[src/ttc_pkg.sv]
// Timer/counter shared definitions: register map, control bits and the bus write word
`default_nettype none

package ttc_pkg;

  // --------------------------------------------------------------------------
  // Register map, word offsets on a 6-bit paddr
  // --------------------------------------------------------------------------
  localparam logic [5:0] addr_ctrl         = 6'h00;
  localparam logic [5:0] addr_interval     = 6'h04;
  localparam logic [5:0] addr_match_1      = 6'h08;
  localparam logic [5:0] addr_match_2      = 6'h0c;
  localparam logic [5:0] addr_match_3      = 6'h10;
  localparam logic [5:0] addr_count        = 6'h14; // Read only
  localparam logic [5:0] addr_prescale     = 6'h18;
  localparam logic [5:0] addr_intr_status  = 6'h1c; // Clear on read
  localparam logic [5:0] addr_intr_enable  = 6'h20;

  // Control register bit positions
  localparam int ctrl_dis_bit      = 0; // Counter disable, active high
  localparam int ctrl_interval_bit = 1; // Interval mode, else overflow
  localparam int ctrl_decr_bit     = 2; // Count down
  localparam int ctrl_match_bit    = 3; // Match events on
  localparam int ctrl_restart_bit  = 4; // Self clearing
  localparam int ctrl_wave_dis_bit = 5; // Stored only
  localparam int ctrl_wave_pol_bit = 6; // Stored only

  localparam logic [6:0] ctrl_reset_value = 7'b000_0001; // Held off out of reset

  // Interrupt status and enable layout
  localparam int intr_width        = 5;
  localparam int intr_overflow_bit = 0;
  localparam int intr_interval_bit = 1;
  localparam int intr_match_bits   = 2; // Base of match 1..3, bits 2 to 4

  // Prescale register layout
  localparam int presc_div_width = 4; // Divide value in the low bits
  localparam int presc_en_bit    = 4;

  // One bus word, seen raw or as the control fields
  typedef union packed {
    logic [15:0] raw;
    struct packed {
      logic [8:0] unused;
      logic       wave_pol;
      logic       wave_dis;
      logic       restart;
      logic       match;
      logic       decr;
      logic       interval;
      logic       dis;
    } ctrl;
  } ttc_wdata_u;

endpackage

`default_nettype wire
[src/ttc_top.sv]
// Timer/counter top: APB decode, prescaler, counter and interrupt stages in a row
`timescale 1ns/100ps
`default_nettype none

module ttc_top
  import ttc_pkg::*;
(
  input  wire         pclk17,
  input  wire         n_p_reset17,
  input  wire         psel,
  input  wire         penable,
  input  wire         pwrite,
  input  wire  [5:0]  paddr,
  input  wire  [15:0] pwdata,
  output logic [15:0] prdata,
  output logic        irq
);

  ttc_wdata_u  wdata;
  logic        ctrl_sel, interval_sel, match_1_sel, match_2_sel, match_3_sel;
  logic        prescale_sel, intr_enable_sel, status_rd;
  logic [6:0]  ctrl_val;
  logic [15:0] interval_val, match_1_val, match_2_val, match_3_val, count_val;
  logic [4:0]  prescale_val, intr_status_val, intr_enable_val;
  logic        count_en;
  logic        interval_intr, overflow_intr;
  logic [2:0]  match_intr;

  // Stage 1, bus
  ttc_bus_decode u_bus_decode (
    .pclk17, .n_p_reset17, .psel, .penable, .pwrite, .paddr, .pwdata, .prdata,
    .wdata, .ctrl_sel, .interval_sel, .match_1_sel, .match_2_sel, .match_3_sel,
    .prescale_sel, .intr_enable_sel, .status_rd,
    .ctrl_val, .interval_val, .match_1_val, .match_2_val, .match_3_val,
    .count_val, .prescale_val, .intr_status_val, .intr_enable_val
  );

  // Stage 2, count enable
  ttc_prescaler u_prescaler (
    .pclk17, .n_p_reset17, .wdata, .prescale_sel, .prescale_val, .count_en
  );

  // Stage 3, counter
  ttc_counter_lite u_counter_lite (
    .pclk17, .n_p_reset17, .wdata, .count_en,
    .ctrl_sel, .interval_sel, .match_1_sel, .match_2_sel, .match_3_sel,
    .count_val, .ctrl_val, .interval_val, .match_1_val, .match_2_val, .match_3_val,
    .interval_intr, .overflow_intr, .match_intr
  );

  // Stage 4, interrupts
  ttc_intr_status u_intr_status (
    .pclk17, .n_p_reset17, .wdata, .intr_enable_sel, .status_rd,
    .interval_intr, .overflow_intr, .match_intr,
    .intr_status_val, .intr_enable_val, .irq
  );

endmodule

`default_nettype wire

[src/ttc_intr_status.sv]
// Interrupt stage: sticky status with clear on read, enable mask and registered irq
`timescale 1ns/100ps
`default_nettype none

module ttc_intr_status
  import ttc_pkg::*;
(
  input  wire                    pclk17,
  input  wire                    n_p_reset17,
  input  ttc_wdata_u             wdata,
  input  wire                    intr_enable_sel,
  input  wire                    status_rd,
  input  wire                    interval_intr,
  input  wire                    overflow_intr,
  input  wire  [2:0]             match_intr,
  output logic [intr_width-1:0]  intr_status_val,
  output logic [intr_width-1:0]  intr_enable_val,
  output logic                   irq
);

  logic [intr_width-1:0] status;
  logic [intr_width-1:0] enable;
  logic [intr_width-1:0] events;  // Event levels in status layout

  assign intr_status_val = status;
  assign intr_enable_val = enable;

  always_comb
  begin
    events                          = '0;
    events[intr_overflow_bit]       = overflow_intr;
    events[intr_interval_bit]       = interval_intr;
    events[intr_match_bits +: 3]    = match_intr;
  end

  // --------------------------------------------------------------------------
  // Status, mask and irq
  // --------------------------------------------------------------------------
  always_ff @(posedge pclk17 or negedge n_p_reset17)
  begin
    if (!n_p_reset17)
    begin
      status <= '0;
      enable <= '0;
      irq    <= 1'b0;
    end
    else
    begin
      // Read clears, a same cycle event still sets
      status <= (status_rd ? '0 : status) | events;

      if (intr_enable_sel)
        enable <= wdata.raw[intr_width-1:0];

      irq <= |(status & enable);  // One cycle behind status
    end
  end

endmodule

`default_nettype wire

[src/ttc_counter_lite.sv]
// Timer counter core: control, interval and match registers with the up/down count
`timescale 1ns/100ps
`default_nettype none

module ttc_counter_lite
  import ttc_pkg::*;
(
  input  wire         pclk17,
  input  wire         n_p_reset17,
  input  ttc_wdata_u  wdata,
  input  wire         count_en,
  input  wire         ctrl_sel,
  input  wire         interval_sel,
  input  wire         match_1_sel,
  input  wire         match_2_sel,
  input  wire         match_3_sel,
  output logic [15:0] count_val,
  output logic [6:0]  ctrl_val,
  output logic [15:0] interval_val,
  output logic [15:0] match_1_val,
  output logic [15:0] match_2_val,
  output logic [15:0] match_3_val,
  output logic        interval_intr,
  output logic        overflow_intr,
  output logic [2:0]  match_intr
);

  logic [6:0]  ctrl_reg;
  logic [15:0] interval_reg;
  logic [15:0] match_1_reg;
  logic [15:0] match_2_reg;
  logic [15:0] match_3_reg;
  logic [15:0] count;
  logic        counting;     // Set once the first count has happened
  logic        restart_clr;  // Pulse after a restart load
  logic [15:0] restart_val;
  logic [15:0] next_count;
  logic        ev_ok;

  assign ctrl_val     = ctrl_reg;
  assign interval_val = interval_reg;
  assign match_1_val  = match_1_reg;
  assign match_2_val  = match_2_reg;
  assign match_3_val  = match_3_reg;
  assign count_val    = count;

  // --------------------------------------------------------------------------
  // Event outputs, levels while the count sits on the event value
  // --------------------------------------------------------------------------
  assign ev_ok = counting & ~ctrl_reg[ctrl_restart_bit] & ~ctrl_reg[ctrl_dis_bit];

  assign interval_intr = ctrl_reg[ctrl_interval_bit]  & (count == 16'h0000) & ev_ok;
  assign overflow_intr = ~ctrl_reg[ctrl_interval_bit] & (count == 16'h0000) & ev_ok;
  assign match_intr[0] = ctrl_reg[ctrl_match_bit] & (count == match_1_reg) & ev_ok;
  assign match_intr[1] = ctrl_reg[ctrl_match_bit] & (count == match_2_reg) & ev_ok;
  assign match_intr[2] = ctrl_reg[ctrl_match_bit] & (count == match_3_reg) & ev_ok;

  // Register writes; the restart bit also clears itself
  always_ff @(posedge pclk17 or negedge n_p_reset17)
  begin
    if (!n_p_reset17)
    begin
      ctrl_reg     <= ctrl_reset_value;
      interval_reg <= '0;
      match_1_reg  <= '0;
      match_2_reg  <= '0;
      match_3_reg  <= '0;
    end
    else
    begin
      if (ctrl_sel)
      begin
        ctrl_reg[ctrl_dis_bit]      <= wdata.ctrl.dis;
        ctrl_reg[ctrl_interval_bit] <= wdata.ctrl.interval;
        ctrl_reg[ctrl_decr_bit]     <= wdata.ctrl.decr;
        ctrl_reg[ctrl_match_bit]    <= wdata.ctrl.match;
        ctrl_reg[ctrl_restart_bit]  <= wdata.ctrl.restart;
        ctrl_reg[ctrl_wave_dis_bit] <= wdata.ctrl.wave_dis;  // Kept for readback
        ctrl_reg[ctrl_wave_pol_bit] <= wdata.ctrl.wave_pol;
      end
      else if (restart_clr)
        ctrl_reg[ctrl_restart_bit] <= 1'b0;

      if (interval_sel) interval_reg <= wdata.raw;
      if (match_1_sel)  match_1_reg  <= wdata.raw;
      if (match_2_sel)  match_2_reg  <= wdata.raw;
      if (match_3_sel)  match_3_reg  <= wdata.raw;
    end
  end

  // Restart load value, depends on direction and mode
  always_comb
  begin
    if (!ctrl_reg[ctrl_decr_bit])
      restart_val = 16'h0000;
    else if (ctrl_reg[ctrl_interval_bit])
      restart_val = interval_reg;
    else
      restart_val = 16'hffff;
  end

  // --------------------------------------------------------------------------
  // Next count for the four mode combinations
  // --------------------------------------------------------------------------
  always_comb
  begin
    case ({ctrl_reg[ctrl_interval_bit], ctrl_reg[ctrl_decr_bit]})
      2'b11:   next_count = (count == 16'h0000) ? interval_reg : count - 16'h0001;
      2'b10:   next_count = (count >= interval_reg) ? 16'h0000 : count + 16'h0001;
      2'b01:   next_count = count - 16'h0001; // Wraps through 0xffff
      default: next_count = count + 16'h0001;
    endcase
  end

  always_ff @(posedge pclk17 or negedge n_p_reset17)
  begin
    if (!n_p_reset17)
    begin
      count       <= '0;
      counting    <= 1'b0;
      restart_clr <= 1'b0;
    end
    else
    begin
      restart_clr <= 1'b0;
      if (count_en)
      begin
        if (ctrl_reg[ctrl_restart_bit])
        begin
          count       <= restart_val;
          counting    <= 1'b0;
          restart_clr <= 1'b1;  // Drop the restart bit next edge
        end
        else if (!ctrl_reg[ctrl_dis_bit])
        begin
          count    <= next_count;
          counting <= 1'b1;
        end
      end
    end
  end

  // Interval up count stays inside the interval once a step has been taken
  assert property (@(posedge pclk17) disable iff (!n_p_reset17)
    (ctrl_reg[ctrl_interval_bit] && !ctrl_reg[ctrl_decr_bit] && !ctrl_reg[ctrl_dis_bit]
     && counting && count_en && !interval_sel && !ctrl_sel)
    |=> (count <= interval_reg));

endmodule

`default_nettype wire

[src/ttc_prescaler.sv]
// Prescaler: divides pclk17 into count enable pulses from the prescale register
`timescale 1ns/100ps
`default_nettype none

module ttc_prescaler
  import ttc_pkg::*;
(
  input  wire         pclk17,
  input  wire         n_p_reset17,
  input  ttc_wdata_u  wdata,
  input  wire         prescale_sel,
  output logic [4:0]  prescale_val,
  output logic        count_en
);

  logic [4:0]                 presc_reg;  // {enable, divide}
  logic [presc_div_width-1:0] div_cnt;    // Cycles left to next pulse
  logic                       presc_en;
  logic [presc_div_width-1:0] div_val;

  assign presc_en     = presc_reg[presc_en_bit];
  assign div_val      = presc_reg[presc_div_width-1:0];
  assign prescale_val = presc_reg;

  // Bypass when off, else one pulse per D+1 cycles
  assign count_en = ~presc_en | (div_cnt == '0);

  // --------------------------------------------------------------------------
  // Prescale register and divide counter
  // --------------------------------------------------------------------------
  always_ff @(posedge pclk17 or negedge n_p_reset17)
  begin
    if (!n_p_reset17)
    begin
      presc_reg <= '0;
      div_cnt   <= '0;
    end
    else if (prescale_sel)
    begin
      presc_reg <= wdata.raw[4:0];
      div_cnt   <= wdata.raw[presc_div_width-1:0]; // Period starts at the write
    end
    else if (count_en)
      div_cnt <= div_val;          // Reload after each pulse
    else
      div_cnt <= div_cnt - 1'b1;
  end

  // Pulses are isolated whenever a real divide is in force
  assert property (@(posedge pclk17) disable iff (!n_p_reset17)
    (presc_en && (div_val != '0) && count_en && !prescale_sel) |=> !count_en);

endmodule

`default_nettype wire

[src/ttc_bus_decode.sv]
// APB access decode into register select strobes, plus the read data multiplexer
`timescale 1ns/100ps
`default_nettype none

module ttc_bus_decode
  import ttc_pkg::*;
(
  input  wire         pclk17,
  input  wire         n_p_reset17,
  input  wire         psel,
  input  wire         penable,
  input  wire         pwrite,
  input  wire  [5:0]  paddr,
  input  wire  [15:0] pwdata,
  output logic [15:0] prdata,
  output ttc_wdata_u  wdata,
  output logic        ctrl_sel,
  output logic        interval_sel,
  output logic        match_1_sel,
  output logic        match_2_sel,
  output logic        match_3_sel,
  output logic        prescale_sel,
  output logic        intr_enable_sel,
  output logic        status_rd,
  input  wire  [6:0]  ctrl_val,
  input  wire  [15:0] interval_val,
  input  wire  [15:0] match_1_val,
  input  wire  [15:0] match_2_val,
  input  wire  [15:0] match_3_val,
  input  wire  [15:0] count_val,
  input  wire  [4:0]  prescale_val,
  input  wire  [4:0]  intr_status_val,
  input  wire  [4:0]  intr_enable_val
);

  logic access;  // Access phase, no wait states
  logic wr_acc;
  logic rd_acc;

  assign access = psel & penable;
  assign wr_acc = access & pwrite;
  assign rd_acc = access & ~pwrite;

  assign wdata.raw = pwdata; // Same word, each stage picks its view

  // Write strobes, one per register
  assign ctrl_sel        = wr_acc & (paddr == addr_ctrl);
  assign interval_sel    = wr_acc & (paddr == addr_interval);
  assign match_1_sel     = wr_acc & (paddr == addr_match_1);
  assign match_2_sel     = wr_acc & (paddr == addr_match_2);
  assign match_3_sel     = wr_acc & (paddr == addr_match_3);
  assign prescale_sel    = wr_acc & (paddr == addr_prescale);
  assign intr_enable_sel = wr_acc & (paddr == addr_intr_enable);
  assign status_rd       = rd_acc & (paddr == addr_intr_status); // Clears status

  // Read mux, zero extended, holes read as zero
  always_comb
  begin
    prdata = '0;
    case (paddr)
      addr_ctrl:        prdata = {9'd0, ctrl_val};
      addr_interval:    prdata = interval_val;
      addr_match_1:     prdata = match_1_val;
      addr_match_2:     prdata = match_2_val;
      addr_match_3:     prdata = match_3_val;
      addr_count:       prdata = count_val;
      addr_prescale:    prdata = {11'd0, prescale_val};
      addr_intr_status: prdata = {11'd0, intr_status_val};
      addr_intr_enable: prdata = {11'd0, intr_enable_val};
      default:          prdata = '0;
    endcase
  end

  // No two registers are ever touched by one access
  assert property (@(posedge pclk17) disable iff (!n_p_reset17)
    $onehot0({ctrl_sel, interval_sel, match_1_sel, match_2_sel, match_3_sel,
              prescale_sel, intr_enable_sel, status_rd}));

endmodule

`default_nettype wire

[config.mk]
export PLATFORM = sky130hd
export DESIGN_NAME = ttc_top
export DESIGN_NICKNAME = d
export VERILOG_FILES = /design/src/ttc_pkg.sv /design/src/ttc_top.sv /design/src/ttc_intr_status.sv /design/src/ttc_counter_lite.sv /design/src/ttc_prescaler.sv /design/src/ttc_bus_decode.sv
export SDC_FILE = /design/constraint.sdc
export NUM_CORES = 1
export LEC_CHECK = 0
export ABC_AREA = 1
export CAP_MARGIN = 20
export CORE_MARGIN = 3
export CORE_UTILIZATION = 35
export DETAILED_ROUTE_END_ITERATION = 6
export DONT_BUFFER_PORTS = 1
export SLEW_MARGIN = 20
export SYNTH_ARGS = -nofsm -noshare
export SYNTH_HDL_FRONTEND = slang
export SYNTH_SLANG_ARGS = --single-unit
[constraint.sdc]
create_clock -name pclk17 -period 3.43 [get_ports pclk17]
set_input_delay 0.5145 -clock pclk17 [delete_from_list [all_inputs] [get_ports pclk17]]
set_output_delay 0.5145 -clock pclk17 [all_outputs]
set_load 0.01 [all_outputs]
Word-level counts from Yosys, hierarchy flattened
Index checks and enable logic that the tools add are counted.
Word-level totals
  register bits: 109
  bits of input ports: 27
  output and inout bits: 17
  logic and storage cells: 87
Operators by class
  add/sub/neg operators: 3
  $lt $le $gt $ge: 1
  eq/ne operators: 15
  muxes and demuxes: 17
  bitwise operators: 31
  reductions and logical operators: 6
Operator list (number)
  16-bit case mux with 9 select lines: 1
  16-bit two-way mux: 6
  16-bit equality test: 3
  16-bit case mux with 3 select lines: 1
  6-bit by 5-bit equality test with 1-bit output, second input constant: 4
  1-bit bitwise AND: 23
  16-bit by 1-bit adder with 16-bit output, second input constant: 1
  16-bit >= comparator: 1
  16-bit logical NOT: 1
  16-bit by 1-bit subtractor with 16-bit output, second input constant: 1
  6-bit by 4-bit equality test with 1-bit output, second input constant: 2
  4-bit two-way mux: 2
  6-bit by 3-bit equality test with 1-bit output, second input constant: 1
  6-bit equality test, second input constant: 1
  6-bit logical NOT: 1
  1-bit two-way mux: 6
  5-bit bitwise AND: 1
  5-bit two-way mux: 1
  1-bit NOT: 5
  5-bit OR: 1
  5-bit OR reduction: 1
  2-bit equality test, second input constant: 2
  4-bit logical NOT: 1
  4-bit by 1-bit subtractor with 4-bit output, second input constant: 1
  5 further kinds: 5

Depth between registers and ports, before layout
Gate-level depths: netlist (run 1).
  word-level depth: 5
  depth in mapped cells: 17
  mapped depth without buffers: 16

Modules after synthesis
A second synthesis (run 1) with hierarchy kept.
Second synthesis, totals
  cells, all modules: 1150
  area total of the unflattened synthesis: 8034.0 sq um
By module, submodules not included
  ttc_counter_lite: instances 1, cells each 785, area each 5876.9 sq um, sequential area each 2228.4 sq um
  ttc_bus_decode: instances 1, cells each 258, area each 1246.2 sq um, sequential area each 0.0 sq um
  ttc_prescaler: instances 1, cells each 59, area each 460.4 sq um, sequential area each 225.2 sq um
  ttc_intr_status: instances 1, cells each 48, area each 450.4 sq um, sequential area each 275.3 sq um

Worst setup path before layout (run 1)
OpenSTA, ideal clock, no wires.
  path kind: in2out
  start: input paddr[0]
  end: output prdata[14]
  arrival time: 1.568 ns
  required time: 2.915 ns
  slack: 1.348 ns
  stages: 10
  buffers on the path: 1
  path through: inv_1 > nand2_1 > nor2_1 > nand2_1 > inv_1 > buf_2 > nand2_1 > o21ai_0 > a221oi_1 > o21ai_0
On the way
  cells in the longest elaborated chain, start to end: 2
  elaborated cells between the ends (all ways): 10
  classes of those cells: eq/ne (8); mux (1); reduce/logical (1)
RTL lines
  start: declaration: RTL line ttc_top.sv:13  | input wire [5:0] paddr,
  6-bit equality test, or another cell as far along: RTL line ttc_bus_decode.sv:60  | case (paddr)
  16-bit case mux with 9 select lines *: RTL line ttc_bus_decode.sv:60
  end: declaration: RTL line ttc_top.sv:15  | output logic [15:0] prdata,
Every way passes the cells marked *; elsewhere a longest branch is shown, timed or not.

Worst setup path after layout (run 1)
  start: input paddr[0]
  end: output prdata[10]
Same word-level chain as after synthesis.

==> impl_metrics.env, run 1 <==
export IMPL_grt_pass1_wl_mm=36.4
export IMPL_place_ws_ns=0.909
export IMPL_reg2regPathDepth=10
export IMPL_post_route_util_pct=38.8
export IMPL_min_period_ns=2.50
export IMPL_fin_nets=1004
export IMPL_yosysSeqAreaShare_pct=38.1
export IMPL_vias=6589
export IMPL_drv_cap=0
export IMPL_synth_edf_count=0
export IMPL_post_dp_cell_area_sq_um=7330
export IMPL_clk_pin_slew_ns=0.08
export IMPL_syn_cell_area_sq_um=7160
export IMPL_ant_nets=0
export IMPL_netlist_area_leader_share_pct=37.8
export IMPL_cp_buffers_inverters=2
export IMPL_route_detailed_drc=0
export IMPL_cp_top_family="compound AO/OA/AOI/OAI gates"
export IMPL_crit_top_cell="nand2_1"
export IMPL_fp_dieW_microns=149
export IMPL_yosys_cell_types_count=50
export IMPL_r2r_start="u_counter_lite.count_val[12]"
export IMPL_tns_ns=0
export IMPL_slew_viol_final=0
export IMPL_row_count=51
export IMPL_cts_buffer_depth=2
export IMPL_antenna_found_initial=0
export IMPL_cp_max_fo=13
export IMPL_postCtsSetupBuffers=0
export IMPL_power_density_nw_per_um2=620
export IMPL_critPathSlowestCell="inv_1"
export IMPL_finalHoldViolations=0
export IMPL_firstDrtPassIters=5
export IMPL_end_kind="output pin"
export IMPL_postSynthAreaPerCell_sq_um=7.32
export IMPL_cts_root_buf="clkbuf_16"
export IMPL_slew_headroom_pct=41.0
export IMPL_clock_skew_ns=0.00810
export IMPL_synthArstFlopShare_pct=100
export IMPL_ys_warn_count=0
export IMPL_hpwlAfterDp_mm=16.8
export IMPL_wl_per_cell_microns=18.5
export IMPL_clock_sinks=109
export IMPL_n_antenna_cell=0
export IMPL_p_total_mw=4.77
export IMPL_gp_congestion=0.976
export IMPL_critPathRequiredTime_ns=2.92
export IMPL_tightestPinTransition_ns=0.883
export IMPL_placed_cells=1210
export IMPL_design_area_sq_um=7680
export IMPL_drive_above_1_share_pct=7.58
export IMPL_synth_seq_cells=109
export IMPL_cts_max_level=3
export IMPL_outcome="finished, final reports clean"
export IMPL_syn_num_nets=1024
export IMPL_io_pins=44
export IMPL_slowest_delay_ns=0.28
export IMPL_cts_resized_gates=0
export IMPL_leakage_nw=3.50
export IMPL_synth_area_leader_cell="dfrtp_1"
export IMPL_core_sq_um=19800
export IMPL_hold_buffers=2
export IMPL_drt_iter0_drc=614
export IMPL_vias_per_cell=5.37
export IMPL_area_growth_syn_to_layout_pct=7.32
export IMPL_finalSetupViolations=0
export IMPL_gr_total_overflow=0
export IMPL_ir_drop_mv=0.266
export IMPL_cts_tree="yes"
export IMPL_stdcell_count=1228
export IMPL_critPathLaunchType="input port"
export IMPL_hp_class="in -> async"
export IMPL_io_buffers=0
export IMPL_die_area_sq_um=22200
export IMPL_grt_start_max_net_pins=109
export IMPL_grt_usage_pct=20.9
export IMPL_synthFlopType="dfrtp_1"
export IMPL_grt_pass1_vias=6315
export IMPL_whs_ns=0.101
export IMPL_cp_arrival_ns=1.99
export IMPL_synth_area_top_cells="dfrtp_1 (38%), nand2_1 (14%), o21ai_0 (7.6%), inv_1 (5.1%), xor2_1 (3.9%)"
export IMPL_synth_cells=978
export IMPL_setup_ws_ns=0.928
export IMPL_rrSetupSlack_ns=1.10
export IMPL_wl_mm=22.7
export IMPL_worstSkewPairLatency_ns=0.36
export IMPL_rsz0062_at_grt="false"
export IMPL_chipHeight_microns=149
export IMPL_crit_type="in -> out"
export IMPL_path_cells="inv_1 -> nand2_1 -> nor2_1 -> nand2_1 -> inv_1 -> nand2_1 -> o21ai_0 -> a221oi_1 -> o21ai_0"
export IMPL_cts_buffers_inserted=9
export IMPL_r2r_end="u_counter_lite.count_val[7]"
export IMPL_period_share_pct=73.0
export IMPL_fmax_mhz=400
export IMPL_start_util_pct=36.2
-- worst max-delay path by stage --
stage	from	end	slack (ns)	cells past startpoint
2_1_floorplan	paddr[0]	prdata[14]	1.35	10
3_3_place_gp	paddr[0]	u_counter_lite.match_2_val[8]	0.98	7
3_5_place_dp	paddr[0]	u_counter_lite.match_2_val[11]	0.91	7
4_1_cts	paddr[0]	prdata[10]	0.95	9
5_1_grt	paddr[0]	prdata[10]	0.76	9
6_report	paddr[0]	prdata[10]	0.93	9
-- power by group --
group,internal (mW),switching (mW)
Clock,0.601,0.529
Combinational,0.643,1.11
Sequential,1.46,0.417
Total,2.71,2.06
-- cell usage after synthesis (4+ instances only) --
cell type  count
nand2_1      270
o21ai_0      109
dfrtp_1      108
inv_1         98
nor2_1        71
nand3_1       45
a21oi_1       36
xor2_1        32
a221oi_1      19
ha_1          19
clkbuf_1      17
o22ai_1       15
buf_2         13
o21ai_1       11
nand2_2       10
a22oi_1        9
inv_2          8
o2111ai_1      7
xnor2_1        7
nor2_2         6
nor2_4         6
nand4_1        5
nor3_1         5
nor3_2         5
nor4_1         5
buf_6          4
-- placed cells by master, fill, tap and decap left out, drive strengths merged, types with 2 or more instances in the layout --
cell type | Yosys | routed
o21a | 2 | 2
clkinv | 3 | 5
a22oi | 9 | 9
o21ai | 121 | 121
nor3 | 11 | 11
nand3b | 3 | 3
nand3 | 49 | 49
or2 | 2 | 2
nand2 | 280 | 280
a21oi | 39 | 39
ha | 19 | 19
buf | 20 | 6
nand4 | 6 | 6
o2111ai | 7 | 7
xor2 | 32 | 32
inv | 108 | 111
nor4 | 5 | 5
a32o | 2 | 2
clkbuf | 18 | 10
o211ai | 3 | 3
o22ai | 15 | 15
nor2 | 83 | 83
a221oi | 19 | 19
xnor2 | 7 | 7
dfrtp | 108 | 108
-- cell families after synthesis --
logic type                 Yosys count  synth area share [%]
xor gates and xnor gates            39                  4.77
DFF                                109                  38.1
buffers and inverters              149                  8.67
adders and majority gates           19                  3.32
AOI/OAI and AO/OA                  221                  18.1
and+or+nand+nor                    441                  27.0
-- per-layer routing --
layer	vias up	wire length, microns	track usage, %
met1	3099	10300	29.4
met2	253	10400	33.1
met5	-	0	0
met4	0	609	6.82
met3	40	1410	3.22
li1	3197	-	-
-- layout make-up --
| type | instances | area (sq um) |
|---|---|---|
| Multi-Input combinational cell | 720 | 3810 |
| Clock buffer | 10 | 239 |
| Fill cell | 2124 | 12100 |
| Tap cell | 265 | 332 |
| Clock inverter | 6 | 76.3 |
| Sequential cell | 109 | 2730 |
| Timing Repair Buffer | 7 | 75.1 |
| Inverter | 111 | 423 |
-- flip-flops by register name, indices dropped and copies added (netlist names) --
signal,count
u_counter_lite.counting,1
u_prescaler.div_cnt,4
u_counter_lite.match_3_val,16
u_prescaler.prescale_val,5
u_intr_status.intr_enable_val,5
u_counter_lite.match_1_val,16
u_counter_lite.match_2_val,16
u_intr_status.intr_status_val,5
u_intr_status.irq,1
u_counter_lite.ctrl_val,7
u_counter_lite.count_val,16
u_counter_lite.restart_clr,1
u_counter_lite.interval_val,16
(Power assumes the default switching activity.)
==> run 2, diff against run 1 <==
clock period = 2.3 ns   (was 3.43 ns; I/O delays follow)
==> impl_metrics.env, run 2 (synthesis results as in run 1) <==
export IMPL_clock_skew_ns=0.00555
export IMPL_chipHeight_microns=149
export IMPL_core_sq_um=19800
export IMPL_vias_per_cell=5.36
export IMPL_fin_nets=1039
export IMPL_slew_headroom_pct=49.5
export IMPL_clock_sinks=109
export IMPL_vias=6767
export IMPL_clk_pin_slew_ns=0.07
export IMPL_violations="negative hold slack"
export IMPL_power_density_nw_per_um2=917
export IMPL_n_fill_cell=2096
export IMPL_outcome="finished with violations"
export IMPL_slew_viol_final=0
export IMPL_grt_usage_pct=21.9
export IMPL_wl_mm=23.8
export IMPL_min_period_ns=2.18
export IMPL_drt_iter0_drc=730
export IMPL_hpwlAfterDp_mm=17.9
export IMPL_cp_max_fo=8
export IMPL_cts_max_level=3
export IMPL_r2r_start="u_counter_lite.count_val[0]"
export IMPL_worstSkewPairLatency_ns=0.36
export IMPL_grtUsageMet3_pct=3.19
export IMPL_hp_class="in -> async"
export IMPL_multiInputGateArea_sq_um=3810
export IMPL_path_cells="buf_4 -> inv_1 -> o22ai_1 -> a21oi_1 -> nand3_1"
export IMPL_gr_total_overflow=0
export IMPL_whs_ns=-0.322
export IMPL_route_detailed_drc=0
export IMPL_crit_type="reg -> out"
export IMPL_period_share_pct=94.7
export IMPL_tightestPinTransition_ns=0.755
export IMPL_row_count=51
export IMPL_ff_latch_area_sq_um=2730
export IMPL_cp_startpoint="u_counter_lite.count_val[4]"
export IMPL_finalHoldViolations=109
export IMPL_ant_nets=0
export IMPL_final_common_cell="nand2_1"
export IMPL_critPathSlowestCell="dfrtp_1"
export IMPL_grt_pass1_wl_mm=37.8
export IMPL_drv_cap=0
export IMPL_rsz0062_at_grt="false"
export IMPL_drive_above_1_share_pct=10.7
export IMPL_firstDrtPassIters=5
export IMPL_tns_ns=0
export IMPL_finalSetupViolations=0
export IMPL_cts_root_buf="clkbuf_16"
export IMPL_gp_congestion=0.978
export IMPL_antenna_found_initial=0
export IMPL_cp_top_family="buffers and inverters"
export IMPL_fmax_mhz=459
export IMPL_die_area_sq_um=22200
export IMPL_grtUsageMet1_pct=32.6
export IMPL_cts_buffer_depth=2
export IMPL_grt_pass1_vias=6436
export IMPL_leakage_nw=3.64
export IMPL_top_usage_layer="met2"
export IMPL_grt_start_max_net_pins=110
export IMPL_critPathLaunchType="flip-flop"
export IMPL_end_kind="output pin"
export IMPL_wl_per_cell_microns=18.8
export IMPL_area_growth_syn_to_layout_pct=10.4
export IMPL_cts_tree="yes"
export IMPL_setup_ws_ns=0.122
export IMPL_fp_dieW_microns=149
export IMPL_slowest_delay_ns=0.39
export IMPL_cp_arrival_ns=1.83
export IMPL_place_ws_ns=0.138
export IMPL_io_pins=44
export IMPL_met2_usage_pct=32.9
export IMPL_n_antenna_cell=0
export IMPL_cp_buffers_inverters=2
export IMPL_io_buffers=0
export IMPL_cts_buffers_inserted=9
export IMPL_ir_drop_mv=0.312
export IMPL_start_util_pct=36.2
export IMPL_critPathRequiredTime_ns=1.96
export IMPL_layout_common_cells="nand2_1 (270), o21ai_0 (109), dfrtp_1 (108)"
==> run 2: worst reg2reg max path, cell delays in order, from the launching register on <==
cell	delay (ns)
dfrtp_1	0.46
inv_4	0.17
ha_1	0.25
nand3_4	0.15
nor2_4	0.15
nand4_2	0.12
nand2_2	0.17
inv_2	0.10
a22oi_1	0.21
nand2_1	0.08
nand2_1	0.06
nand2_1	0.05
==> run 2: per-layer routing <==
metal | vias to the layer above | routed length (microns)
li1 | 3265 | -
met1 | 3233 | 11200
met2 | 233 | 10600
met3 | 36 | 1370
met4 | 0 | 599
met5 | - | 0
==> run 2: timing repair <==
action,in CTS,in global routing
setup buffers,0,0
resized for setup,0,2
hold endpoints to repair,109,109
setup endpoints to repair,0,4
==> run 2: power breakdown <==
| group | switching [mW] | total (mW) | internal (mW) |
|---|---|---|---|
| combinational | 2.10 | 3.26 | 1.16 |
| clock | 0.762 | 1.57 | 0.810 |
| sequential | 0.226 | 2.41 | 2.19 |
==> run 2: layout make-up <==
cell class | instances | share of cell area [%]
multi-input combinational | 720 | 48.3
sequential | 109 | 34.5
inverter | 111 | 5.38
tap | 265 | 4.20
timing repair buffer | 42 | 3.99
clock buffer | 13 | 3.29
clock inverter | 3 | 0.348
==> run 2: worst paths after layout <==
kind | to | slack [ns] | depth (start not counted)
worst min register to register | u_counter_lite.interval_val[15] | 0.49 | 2
worst max register to register | u_counter_lite.count_val[12] | 0.22 | 11
worst min-delay path | u_intr_status.intr_enable_val[0] | -0.32 | 0
min in group pclk17 | u_prescaler.prescale_val[4] | 0.12 | 2
worst max-delay path | prdata[4] | 0.12 | 5
max in group asynchronous | u_counter_lite.ctrl_val[0] | 2.42 | 0
==> run 2: per-stage QoR <==
stage	area (sq um)	hold WS (ns)	total power, mW	util [%]	std cells
6_report	7900	-0.322	7.25	39.9	1263
5_1_grt	7900	-0.339	7.77	39.9	1263
4_1_cts	7900	-0.327	7.21	39.9	1263
3_5_place_dp	7610	0.0530	5.64	38.5	1247
3_3_place_gp	7610	0.0537	5.63	38.5	1247
2_1_floorplan	7160	0.0494	4.74	-	978
==> run 3, diff against run 2 <==
CORE_UTILIZATION = 30   (was 35)
clock period = 2.58 ns   (was 2.3 ns; I/O delays follow)
==> impl_metrics.env, run 3 (synthesis results as in run 1) <==
export IMPL_cts_max_level=3
export IMPL_post_dp_cell_area_sq_um=7530
export IMPL_vias=6637
export IMPL_grt_usage_pct=18.4
export IMPL_row_count=55
export IMPL_slowest_delay_ns=0.51
export IMPL_critPathRequiredTime_ns=2.19
export IMPL_final_common_cell="nand2_1"
export IMPL_fp_dieW_microns=160
export IMPL_n_antenna_cell=0
export IMPL_design_area_sq_um=7830
export IMPL_cp_arrival_ns=1.98
export IMPL_postCtsSetupBuffers=0
export IMPL_grtUsageMet1_pct=25.2
export IMPL_drt_iter0_drc=696
export IMPL_violations="negative hold slack"
export IMPL_ir_drop_mv=0.561
export IMPL_n_fill_cell=2463
export IMPL_slew_viol_final=0
export IMPL_outcome="finished with violations"
export IMPL_firstDrtPassIters=5
export IMPL_drv_cap=0
export IMPL_core_sq_um=23100
export IMPL_path_cells="inv_1 -> nand2_1 -> nor2_1 -> nand2_1 -> inv_1 -> a221oi_1 -> o21ai_0"
export IMPL_start_util_pct=31.1
export IMPL_wl_mm=23.6
export IMPL_crit_type="in -> out"
export IMPL_io_pins=44
export IMPL_top_usage_layer="met2"
export IMPL_antenna_found_initial=0
export IMPL_grt_pass1_vias=6395
export IMPL_r2r_start="u_counter_lite.count_val[4]"
export IMPL_area_growth_syn_to_layout_pct=9.44
export IMPL_hp_class="in -> async"
export IMPL_tightestPinTransition_ns=0.722
export IMPL_cp_startpoint="paddr[0]"
export IMPL_cts_root_buf="clkbuf_16"
export IMPL_tns_ns=0
export IMPL_grt_pass1_wl_mm=37.5
export IMPL_finalSetupViolations=0
export IMPL_power_density_nw_per_um2=818
export IMPL_ant_nets=0
export IMPL_grtUsageMet3_pct=2.71
export IMPL_clk_pin_slew_ns=0.08
export IMPL_vias_per_cell=5.13
export IMPL_min_period_ns=2.36
export IMPL_gr_total_overflow=0
export IMPL_worstSkewPairLatency_ns=0.36
export IMPL_rsz0062_at_grt="false"
export IMPL_clock_skew_ns=0.00859
export IMPL_fin_nets=1021
export IMPL_wl_per_cell_microns=18.3
export IMPL_critPathLaunchType="input port"
export IMPL_hpwlAfterDp_mm=17.8
export IMPL_layout_common_cells="nand2_1 (270), o21ai_0 (109), dfrtp_1 (108)"
export IMPL_whs_ns=-0.278
export IMPL_cts_buffer_depth=2
export IMPL_fmax_mhz=423
export IMPL_chipHeight_microns=160
export IMPL_clock_sinks=109
export IMPL_period_share_pct=91.6
export IMPL_gp_congestion=0.946
export IMPL_met2_usage_pct=29.4
export IMPL_leakage_nw=3.56
export IMPL_die_area_sq_um=25800
export IMPL_p_total_mw=6.41
export IMPL_slew_headroom_pct=51.7
export IMPL_io_buffers=0
export IMPL_cts_buffers_inserted=9
export IMPL_cp_max_fo=14
export IMPL_drive_above_1_share_pct=9.08
export IMPL_grt_start_max_net_pins=110
export IMPL_cts_tree="yes"
export IMPL_route_detailed_drc=0
export IMPL_critPathSlowestCell="a221oi_1"
export IMPL_post_route_util_pct=34.0
export IMPL_end_kind="output pin"
export IMPL_finalHoldViolations=109
run 3: cell types whose count changed in the layout (fill, tap and decap cells not counted):
cell and delta:
bufinv_16 +1, inv_6 +1, inv_2 +1, clkbuf_8 -1
nand2_4 -1, buf_4 -18, inv_4 -1, inv_8 -1
nand2_2 +1
run 3: path summary, 6_finish.rpt:
path / to / slack (ns) / cells past startpoint
min in group pclk17: u_prescaler.prescale_val[4] / 0.15 / 2
setup / recovery: prdata[14] / 0.22 / 7
hold / removal: u_intr_status.intr_status_val[0] / -0.28 / 0
setup reg to reg: u_counter_lite.count_val[9] / 0.42 / 13
max in group asynchronous: u_counter_lite.ctrl_val[0] / 2.66 / 0
hold reg to reg: u_counter_lite.match_1_val[0] / 0.49 / 2
run 3: per-layer routing:
metal,up-vias,wire length (microns)
li1,3220,-
met2,242,10900
met3,45,1410
met4,0,782
met5,-,0
met1,3130,10500
run 3: critical path, delay by kind of cell:
family	cells	cell delay [ns]
compound gates	2	0.85
buf+inv	2	0.32
simple gates	3	0.40
run 3: power breakdown:
part	switching [mW]	internal (mW)	total, mW
clock network	0.669	0.789	1.46
logic	1.72	0.967	2.69
registers	0.311	1.95	2.26
total	2.70	3.70	6.41
run 3: stage by stage:
step / setup slack [ns] / std cells
after floorplan: 0.753 / 978
after global placement: 0.233 / 1277
after detailed placement: 0.263 / 1277
after CTS: 0.265 / 1293
after global routing: 0.163 / 1293
final: 0.216 / 1293
run 3: repair_timing:
item                                    4_1_cts  5_1_grt
endpoints found under the setup margin        0        0
hold endpoints to repair                    109      109
resized for setup                             0        0
run 3: final cells by class:
class | count | area [sq um] | share of cell area [%]
multi-input cells | 720 | 3810 | 48.6
flip-flops and latches | 109 | 2730 | 34.8
inverters | 111 | 423 | 5.40
well taps | 313 | 392 | 5.00
clock buffers | 12 | 246 | 3.15
repair buffers | 24 | 180 | 2.30
clock inverters | 4 | 55.1 | 0.703
